[config.mk]
export PLATFORM = sky130hd
export DESIGN_NAME = rpn_calculator_top
export DESIGN_NICKNAME = d
export VERILOG_FILES = /design/src/calc_pkg.sv /design/src/alu_ctrl_if.sv /design/src/rpn_calculator_top.sv /design/src/rpn_control.sv /design/src/reg_alu.sv /design/src/alu.sv /design/src/key_conditioner.sv
export SDC_FILE = /design/constraint.sdc
export NUM_CORES = 1
export LEC_CHECK = 0
export BUFFER_PORTS_ARGS = -buffer_cell sky130_fd_sc_hd__buf_2
export CORE_ASPECT_RATIO = 1.75
export CORE_UTILIZATION = 25
export DETAILED_ROUTE_END_ITERATION = 10
export GPL_ROUTABILITY_DRIVEN = 0
export GPL_TIMING_DRIVEN = 0
export PLACE_DENSITY = 0.41
export SETUP_SLACK_MARGIN = 0.5
export SLEW_MARGIN = 20
export SYNTH_ARGS = -nofsm -noshare
export SYNTH_HDL_FRONTEND = slang
export SYNTH_HIERARCHICAL = 1
export SYNTH_SLANG_ARGS = --single-unit
[constraint.sdc]
create_clock -name clk -period 3.9 [get_ports clk]
set_input_delay 0.78 -clock clk [delete_from_list [all_inputs] [get_ports clk]]
set_output_delay 0.78 -clock clk [all_outputs]
set_load 0.02 [all_outputs]
[src/calc_pkg.sv]
package calc_pkg;

    typedef logic [1:0] opcode_t;
    typedef logic [3:0] alu_flags_t;

    localparam opcode_t OP_ADD = 2'd0;
    localparam opcode_t OP_SUB = 2'd1;
    localparam opcode_t OP_AND = 2'd2;
    localparam opcode_t OP_OR  = 2'd3;

    // bit positions inside alu_flags_t.
    localparam int FLAG_ZERO  = 0;
    localparam int FLAG_NEG   = 1;
    localparam int FLAG_CARRY = 2;
    localparam int FLAG_OVF   = 3;

    // one-hot entry sequence, bit 0 first.
    typedef enum logic [7:0] {
        S_WAIT_A   = 8'b0000_0001,
        S_LOAD_A   = 8'b0000_0010,
        S_WAIT_B   = 8'b0000_0100,
        S_LOAD_B   = 8'b0000_1000,
        S_WAIT_OP  = 8'b0001_0000,
        S_LOAD_OP  = 8'b0010_0000,
        S_LOAD_RES = 8'b0100_0000,
        S_SHOW_RES = 8'b1000_0000
    } calc_state_t;

endpackage
[src/alu_ctrl_if.sv]
`timescale 1ns/1ps

interface alu_ctrl_if;

    logic load_a;     // capture operand a.
    logic load_b;     // capture operand b.
    logic load_op;    // capture opcode.
    logic update_res; // capture alu result and flags.

    modport controller (
        output load_a,
        output load_b,
        output load_op,
        output update_res
    );

    modport datapath (
        input load_a,
        input load_b,
        input load_op,
        input update_res
    );

endinterface

[src/rpn_calculator_top.sv]
`timescale 1ns/1ps

module rpn_calculator_top
    import calc_pkg::*;
#(
    parameter int WIDTH = 16
) (
    input  logic                           clk,
    input  logic                           reset,
    input  logic                           i_enter,
    input  logic                           i_undo,
    input  logic [WIDTH-1:0]               i_data,
    output logic [WIDTH-1:0]               o_data,
    output logic [$bits(calc_state_t)-1:0] o_current_state,
    output logic                           o_display_sel,
    output alu_flags_t                     o_flags
);

    logic enter_pulse;
    logic undo_pulse;

    alu_ctrl_if ctrl_if ();

    key_conditioner u_keys (
        .i_clk         (clk),
        .i_reset       (reset),
        .i_enter       (i_enter),
        .i_undo        (i_undo),
        .o_enter_pulse (enter_pulse),
        .o_undo_pulse  (undo_pulse)
    );

    rpn_control u_control (
        .i_clk         (clk),
        .i_reset       (reset),
        .i_enter       (enter_pulse),
        .i_undo        (undo_pulse),
        .ctrl          (ctrl_if.controller),
        .o_state       (o_current_state),
        .o_display_sel (o_display_sel)
    );

    reg_alu #(
        .WIDTH (WIDTH)
    ) u_datapath (
        .i_clk    (clk),
        .i_reset  (reset),
        .i_data   (i_data),
        .ctrl     (ctrl_if.datapath),
        .o_result (o_data),
        .o_flags  (o_flags)
    );

endmodule

[src/rpn_control.sv]
`timescale 1ns/1ps

module rpn_control
    import calc_pkg::*;
(
    input  logic            i_clk,
    input  logic            i_reset,
    input  logic            i_enter,
    input  logic            i_undo,
    alu_ctrl_if.controller  ctrl,
    output calc_state_t     o_state,
    output logic            o_display_sel
);

    calc_state_t state_q;
    calc_state_t state_d;

    always_ff @(posedge i_clk) begin
        if (i_reset) begin
            state_q <= S_WAIT_A;
        end else begin
            state_q <= state_d;
        end
    end

    // enter has priority over undo in every wait state.
    always_comb begin
        state_d = state_q;
        case (state_q)
            S_WAIT_A: begin
                if (i_enter) state_d = S_LOAD_A; // undo has nowhere to go.
            end
            S_LOAD_A: begin
                state_d = S_WAIT_B;
            end
            S_WAIT_B: begin
                if (i_enter) begin
                    state_d = S_LOAD_B;
                end else if (i_undo) begin
                    state_d = S_WAIT_A;
                end
            end
            S_LOAD_B: begin
                state_d = S_WAIT_OP;
            end
            S_WAIT_OP: begin
                if (i_enter) begin
                    state_d = S_LOAD_OP;
                end else if (i_undo) begin
                    state_d = S_WAIT_B;
                end
            end
            S_LOAD_OP: begin
                state_d = S_LOAD_RES;
            end
            S_LOAD_RES: begin
                state_d = S_SHOW_RES;
            end
            S_SHOW_RES: begin
                if (i_enter) begin
                    state_d = S_WAIT_A;
                end else if (i_undo) begin
                    state_d = S_WAIT_OP; // pick another opcode.
                end
            end
            default: begin
                state_d = S_WAIT_A;
            end
        endcase
    end

    // moore outputs.
    always_comb begin
        ctrl.load_a     = 1'b0;
        ctrl.load_b     = 1'b0;
        ctrl.load_op    = 1'b0;
        ctrl.update_res = 1'b0;
        o_display_sel   = 1'b0;
        case (state_q)
            S_LOAD_A:   ctrl.load_a     = 1'b1;
            S_LOAD_B:   ctrl.load_b     = 1'b1;
            S_LOAD_OP:  ctrl.load_op    = 1'b1;
            S_LOAD_RES: ctrl.update_res = 1'b1;
            S_SHOW_RES: o_display_sel   = 1'b1;
            default: begin
                o_display_sel = 1'b0;
            end
        endcase
    end

    assign o_state = state_q;

endmodule

[src/reg_alu.sv]
`timescale 1ns/1ps

module reg_alu
    import calc_pkg::*;
#(
    parameter int WIDTH = 16
) (
    input  logic              i_clk,
    input  logic              i_reset,
    input  logic [WIDTH-1:0]  i_data,
    alu_ctrl_if.datapath      ctrl,
    output logic [WIDTH-1:0]  o_result,
    output alu_flags_t        o_flags
);

    logic [WIDTH-1:0] a_q;
    logic [WIDTH-1:0] b_q;
    opcode_t          op_q;
    logic [WIDTH-1:0] result_q;
    alu_flags_t       flags_q;

    logic [WIDTH-1:0] alu_result;
    alu_flags_t       alu_flags;

    alu #(
        .WIDTH (WIDTH)
    ) u_alu (
        .i_a      (a_q),
        .i_b      (b_q),
        .i_op     (op_q),
        .o_result (alu_result),
        .o_flags  (alu_flags)
    );

    // operands and opcode share the one data input.
    always_ff @(posedge i_clk) begin
        if (i_reset) begin
            a_q  <= '0;
            b_q  <= '0;
            op_q <= '0;
        end else begin
            if (ctrl.load_a)  a_q  <= i_data;
            if (ctrl.load_b)  b_q  <= i_data;
            if (ctrl.load_op) op_q <= i_data[1:0];
        end
    end

    // result is held until the next update.
    always_ff @(posedge i_clk) begin
        if (i_reset) begin
            result_q <= '0;
            flags_q  <= '0;
        end else if (ctrl.update_res) begin
            result_q <= alu_result;
            flags_q  <= alu_flags;
        end
    end

    assign o_result = result_q;
    assign o_flags  = flags_q;

endmodule

[src/alu.sv]
`timescale 1ns/1ps

module alu
    import calc_pkg::*;
#(
    parameter int WIDTH = 16
) (
    input  logic [WIDTH-1:0] i_a,
    input  logic [WIDTH-1:0] i_b,
    input  opcode_t          i_op,
    output logic [WIDTH-1:0] o_result,
    output alu_flags_t       o_flags
);

    logic [WIDTH:0] sum;
    logic [WIDTH:0] diff;
    logic           sign_a;
    logic           sign_b;

    assign sum  = {1'b0, i_a} + {1'b0, i_b};
    assign diff = {1'b0, i_a} - {1'b0, i_b}; // top bit is the borrow.

    assign sign_a = i_a[WIDTH-1];
    assign sign_b = i_b[WIDTH-1];

    always_comb begin
        o_result              = '0;
        o_flags               = '0;
        case (i_op)
            OP_ADD: begin
                o_result              = sum[WIDTH-1:0];
                o_flags[FLAG_CARRY]   = sum[WIDTH];
                o_flags[FLAG_OVF]     = (sign_a == sign_b) && (sum[WIDTH-1] != sign_a);
            end
            OP_SUB: begin
                o_result              = diff[WIDTH-1:0];
                o_flags[FLAG_CARRY]   = diff[WIDTH];
                o_flags[FLAG_OVF]     = (sign_a != sign_b) && (diff[WIDTH-1] != sign_a);
            end
            OP_AND: begin
                o_result              = i_a & i_b;
            end
            OP_OR: begin
                o_result              = i_a | i_b;
            end
        endcase
        o_flags[FLAG_ZERO] = (o_result == '0);
        o_flags[FLAG_NEG]  = o_result[WIDTH-1];
    end

endmodule

[src/key_conditioner.sv]
`timescale 1ns/1ps

module key_conditioner (
    input  logic i_clk,
    input  logic i_reset,
    input  logic i_enter,
    input  logic i_undo,
    output logic o_enter_pulse,
    output logic o_undo_pulse
);

    // bit 0 is enter, bit 1 is undo.
    logic [1:0] sync_q1;
    logic [1:0] sync_q2;
    logic [1:0] prev_q;
    logic [1:0] pulse_q;

    always_ff @(posedge i_clk) begin
        if (i_reset) begin
            sync_q1 <= 2'b00;
            sync_q2 <= 2'b00;
            prev_q  <= 2'b00;
            pulse_q <= 2'b00;
        end else begin
            sync_q1 <= {i_undo, i_enter};
            sync_q2 <= sync_q1;
            prev_q  <= sync_q2;
            pulse_q <= sync_q2 & ~prev_q; // rising edge only.
        end
    end

    assign o_enter_pulse = pulse_q[0];
    assign o_undo_pulse  = pulse_q[1];

endmodule

---- After elaboration in Yosys (flattened, before gate mapping) ----
Cells that the tools add are included.
cells by class
  divide/modulo/power cells ............... 0
  multipliers ............................. 0
  $lt $le $gt $ge ......................... 0
  equality and inequality tests ........... 19
  mux-type cells .......................... 15
  add/subtract/negate cells ............... 2
  shift operators ......................... 0
  reduce and logical (&&, ||, !) cells .... 5
  bitwise operators ....................... 4
operators with widths
  cell                  count
  $pmux W16 S4          1
  $pmux W8 S8           1
  $mux W8               7
  $add A16 B16 Y17      1
  $sub A16 B16 Y17      1
  $and A16 B16 Y16      1
  $logic_not A16 Y1     1
  $or A16 B16 Y16       1
  $ne A3 B3 Y1 const B  3
  $eq A8 B1 Y1 const B  1
  $eq A8 B2 Y1 const B  1
  $eq A8 B3 Y1 const B  1
  $eq A8 B4 Y1 const B  1
  $eq A8 B5 Y1 const B  1
  $eq A8 B6 Y1 const B  1
  $eq A8 B7 Y1 const B  1
  $eq A8 B8 Y1 const B  1
  $mux W1               5
  $eq A2 B2 Y1 const B  2
  $pmux W2 S2           1
  $reduce_and A4 Y1     1
  $ne A1 B1 Y1          3
  $and A2 B2 Y2         1
  $eq A2 B1 Y1 const B  1
  5 further kinds       6
storage, ports and cells
  word-level logic and storage cells ...... 55
  input port bits ......................... 20
  bits in latches ......................... 0
  memories ................................ 0
  ROM bits ................................ 0
  output and inout port bits .............. 29
  bits in writable memories ............... 0
  bits in registers ....................... 70

---- Logic depth before layout (Yosys ltp) ----
  depth in word-level cells ............... 4
  mapped depth ............................ 15

---- Hierarchy ----
The synthesis kept the hierarchy.
modules (own cells, without submodules)
  module           area an instance (sq um)  instances  cells each
  alu              2348.5                    1          329
  reg_alu          1940.6                    1          174
  rpn_control      614.3                     1          77
  key_conditioner  222.7                     1          16

---- Least setup slack after synthesis ----
No wires, ideal clock.
  path type ............................... reg2reg
  start ................................... register u_datapath.a_q[0]
  end ..................................... register u_datapath.flags_q[0] (netlist: u_datapath/o_flags[0])
  clock period less this slack ............ 3.673 ns
  data required time ...................... 3.836 ns
  arrival ................................. 3.609 ns
  cell stages (with the launch flop) ...... 15
  buffers on the path ..................... 0
  slack ................................... 0.227 ns
  cells stage by stage .................... dfxtp_1 > inv_1 > ha_1 > fa_1 > o21ba_1 > o31ai_1 > a22oi_1 > and3b_1 > or3_1 > or4_1 > a2111oi_0 > or4b_1 > nor4b_2 > mux2i_1 > nor2_1
on the way
  longest elaborated chain between the ends .. 3
ends and longest elaborated chain
  element                                               line                  RTL
  from (decl)                                           reg_alu.sv:16         logic [WIDTH-1:0] a_q;
  from (signal assigned)                                reg_alu.sv:42         if (ctrl.load_a) a_q <= i_data;
  $sub A16 B16 Y17 or $add A16 B16 Y17 (tied branches)  alu.sv:21, alu.sv:20
  $pmux W16 S4 *                                        alu.sv:29             case (i_op)
  named net u_datapath.alu_result[4]                    reg_alu.sv:22         logic [WIDTH-1:0] alu_result;
  $logic_not A16 Y1 *                                   alu.sv:47             o_flags[FLAG_ZERO] = (o_result == '0);
  named net u_datapath.alu_flags[0]                     reg_alu.sv:23         alu_flags_t alu_flags;
  to (signal assigned)                                  reg_alu.sv:55         flags_q <= alu_flags;
  to (decl)                                             reg_alu.sv:20         alu_flags_t flags_q;
The timed path passes the listed nets; every way through them passes the cells marked *.
A chain may end at the register's enable or synchronous reset.

---- Worst setup path in the final report ----
  start ................................... register u_datapath.b_q[0]
  end ..................................... register u_datapath.flags_q[0] (netlist: u_datapath/o_flags[0])
on the way
  longest elaborated chain between the ends .. 3
ends and longest elaborated chain
  element                                               line                  RTL
  from (decl)                                           reg_alu.sv:17         logic [WIDTH-1:0] b_q;
  from (signal assigned)                                reg_alu.sv:43         if (ctrl.load_b) b_q <= i_data;
  $sub A16 B16 Y17 or $add A16 B16 Y17 (tied branches)  alu.sv:21, alu.sv:20
  $pmux W16 S4 *                                        alu.sv:29
  named net u_datapath.alu_result[4]                    reg_alu.sv:22
  $logic_not A16 Y1 *                                   alu.sv:47
  named net u_datapath.alu_flags[0]                     reg_alu.sv:23
Marks and branches as above.

==> results.md <==
* Fmax at between 200 and 300 MHz
* Nets at 733
* Switching part of the total at 0.2874
* Comb power frac at 0.172
* Clock sink count at 70
* Initial Utilization at 0.2537
* Worst setup path category: reg -> reg
* CP max stage cell: or4b_4
* Syn. warnings at 6
* Most frequent cells in the layout: nor2_1, dfxtp_1, mux2i_1, buf_2, ha_1
* Measured slew at the worst slew-check pin at approximately 1.1 ns
* Async SR Flop Fraction at 0
* Remaining DRCs at 4
* Pint at ~1.4 mW
* Iter 0 DRT Violations at 160
* Mapped cell area at just over 0.005 sq mm
* CP max stage delay at 0.51 ns
* Commonest non-fill, non-tap cell in the layout: nor2_1
* Die W at ~110 um
* Failing checks: design-rule violations
* Reg area at ~0.0014 sq mm
* Kind of cell adding the most delay to the critical path: simple AND/OR/NAND/NOR gates
* Worst reg2reg startpoint: u_datapath/b_q[0]
* Crit path cell chain: buf_4 > ha_4 > fa_2 > o21ba_4 > o31ai_4 > a22oi_1 > and3b_2 > or3_1 > or4_4 > a2111oi_4 > or4b_4 > nor4b_4 > mux2i_1 > nor2_1
* Worst min-delay path startpoint: u_keys/prev_q[1]
* H-Tree Depth at 3
* Max Slew Vio Count at 0
* Yosys cell types at 78
* Main flop type after synthesis: dfxtp_1
* Critical path buffer and inverter count at 1
* Hold_buf cts at 0
* Grt ovf at 0
* Final setup fails at 0
* Setup TNS at 0 ns
* Min Hold Slack at between 0.4 and 0.5 ns
* Clk Latency, worst-skew pair at roughly 0.34 ns
* Fill count at around 2.2k
* Max-slew headroom at 0.2851
* P&R area growth vs syn at 21.19%
* DP Wirelength at 12040 um
* Via density at slightly below 5
* Unrepaired setup endpoints after global routing: yes
* Outcome: complete, but fails checks
* Clock skew at 0.007472 ns
* Power Density at 309.8 mW/mm^2
* Post-Syn Nets at ~670
* Yosys reg bits at 70
* Routed len/inst at about 17 um
* Final core occ at 0.3075
* Via count at roughly 4.4k
* Clock tree buffer depth at 2
* Die H at approximately 190 um
* Fin crit period at between 3 and 4 ns
* Hold Crit Class: reg -> reg
* Number of I/O pins at a little under 50
* Setup WS pre-CTS at -0.1120 ns
* Maximum VDD drop at between 0.00015 and 0.0002 V
* Sw power at about 0.55 mW
* Final hold vios at 0
* Multi-input combinational cell area at ~0.0034 sq mm
* GR Util met1 at 0.1465
* Largest fanout on the critical path at 3
* Placeable core area at about 0.020 sq mm
* Global routing's busiest layer: met2
* Rows at between 60 and 70
* GR Util met2 at 0.2924
* Seq pwr share at 0.392
* Post-DRT Antenna Nets at 0
* Cts bufs inserted at 9
* Worst setup SP type: flip-flop
* First-pass GRT wire length at ~24000 um
* Clock share of power at 0.436
* LEAKAGE at 2.372 nW
* Number of max-cap violations at 0
* Element type at the critical path end: flip-flop
* Final worst setup slack at 0.1108 ns
* Number of enable flip-flop cells after synthesis at 0
* Total Wirelength at between 15000 and 20000 um
* CTS tree: yes
* Clk slew on worst S/H paths at 0.06 ns
* Synthesized area per cell at roughly 8.6 sq um
* Fin crit share at 0.9716
* CP required at around 4.2 ns
* GRT met3 Usage at 0.03137
* GRT Total Usage at 0.1532
* Port bufs at between 40 and 50
* Fraction of layout cells with a size suffix above 1 at 0.2339
* Crit path launch: u_datapath/b_q[0]
* WP data arrival at around 4.1 ns
* Initial DRT Pass Iterations at 7
* Initial antenna violation count at 0
* Sequential share of the synthesized area at 0.2734
* Root Buffer: clkbuf_16
* Mapped Cells at ~600
* Die ar. at approximately 0.021 sq mm
* Vias in the first global route at between 4k and 5k
* Largest net degree at the start of global routing at 16
-- layer usage --
layer / part of all wire / vias to the layer above
li1: - / 2195
met1: 0.36 / 2106
met2: 0.56 / 75
met3: 0.036 / 32
met4: 0.045 / 0
met5: 0 / -
-- Yosys cell counts, types with 3 or more instances --
master	n	area, sq um
clkbuf_8	4	55.05
a21oi_1	29	145.1
a21o_1	3	22.52
or4_1	3	22.52
o211ai_1	10	75.07
nand2_1	31	116.4
nand3_1	5	25.02
nor2b_1	10	62.56
mux2i_1	62	620.6
inv_1	47	176.4
nand2b_1	9	56.30
a2111oi_0	3	26.28
o21a_1	4	30.03
nor3b_2	3	37.54
xnor2_1	8	70.07
xor2_1	3	26.28
o21ai_0	19	95.09
o21bai_1	6	45.04
dfxtp_1	70	1401
buf_4	3	22.52
or3_1	5	31.28
a211oi_1	7	52.55
nor3_1	10	50.05
o31ai_1	10	75.07
mux2_2	3	33.78
clkbuf_1	9	33.78
buf_2	9	45.04
ha_1	49	613.1
nor4_1	5	31.28
nor2_1	86	322.8
buf_6	8	90.09
nor4b_1	3	26.28
-- sequential cells by signal, summed over array words and instances (netlist names) --
| name | flops |
|---|---|
| u_datapath/b_q | 16 |
| u_datapath/o_flags | 4 |
| u_control/o_state | 8 |
| u_keys/prev_q | 2 |
| u_keys/pulse_q | 2 |
| u_keys/sync_q2 | 2 |
| u_datapath/a_q | 16 |
| u_datapath/op_q | 2 |
| u_datapath/o_result | 16 |
| u_keys/sync_q1 | 2 |
-- cell type report --
cell class,instances,area share
Timing Repair Buffer,55,0.04713
Inverter,48,0.02900
Clock inverter,7,0.01188
Clock buffer,9,0.03625
Antenna cell,1,0.0004028
Tap cell,248,0.04995
Sequential cell,70,0.2272
Multi-Input combinational cell,442,0.5509
Buffer,36,0.04733
-- path summary, 6_finish.rpt --
| path | endpoint | slack (ns) | cells after the start |
|---|---|---|---|
| min reg2reg | u_keys/pulse_q[1] | 0.40 | 1 |
| max reg2reg | u_datapath/o_flags[0] | 0.11 | 14 |
| max | u_datapath/o_flags[0] | 0.11 | 14 |
| min | u_keys/pulse_q[1] | 0.40 | 1 |
-- logic make-up after synthesis --
group / after synthesis / share of synthesized area
and+or+nand+nor: 197 / 0.1994
xor gates and xnor gates: 11 / 0.01880
DFF: 70 / 0.2734
buffers and inverters: 84 / 0.09177
adders and majority gates: 51 / 0.1274
muxes: 65 / 0.1277
AOI/OAI and AO/OA: 118 / 0.1616
-- power groups by stage --
stage                     Clock (mW)  Combinational, mW  Sequential (mW)
after floorplan                    0              0.216            0.781
after global placement             0              0.319            0.770
after detailed placement           0              0.319            0.772
after CTS                      0.874              0.325            0.755
after global routing           0.901              0.357            0.757
final                          0.839              0.331            0.755
-- stage by stage --
| step | instances | area [sq um] | power (mW) |
|---|---|---|---|
| floorplan | 596 | 5164 | 0.9979 |
| global placement | 892 | 5714 | 1.089 |
| detailed placement | 892 | 5714 | 1.090 |
| CTS | 913 | 6156 | 1.954 |
| global route | 915 | 6210 | 2.015 |
| finish | 916 | 6212 | 1.925 |
-- repair_timing --
action	in CTS	in global routing
gates resized for setup	23	10
pin swaps	6	3
setup buffers	5	2
setup endpoints to repair	4	5
No activity file was read; power rests on OpenSTA's default activity.
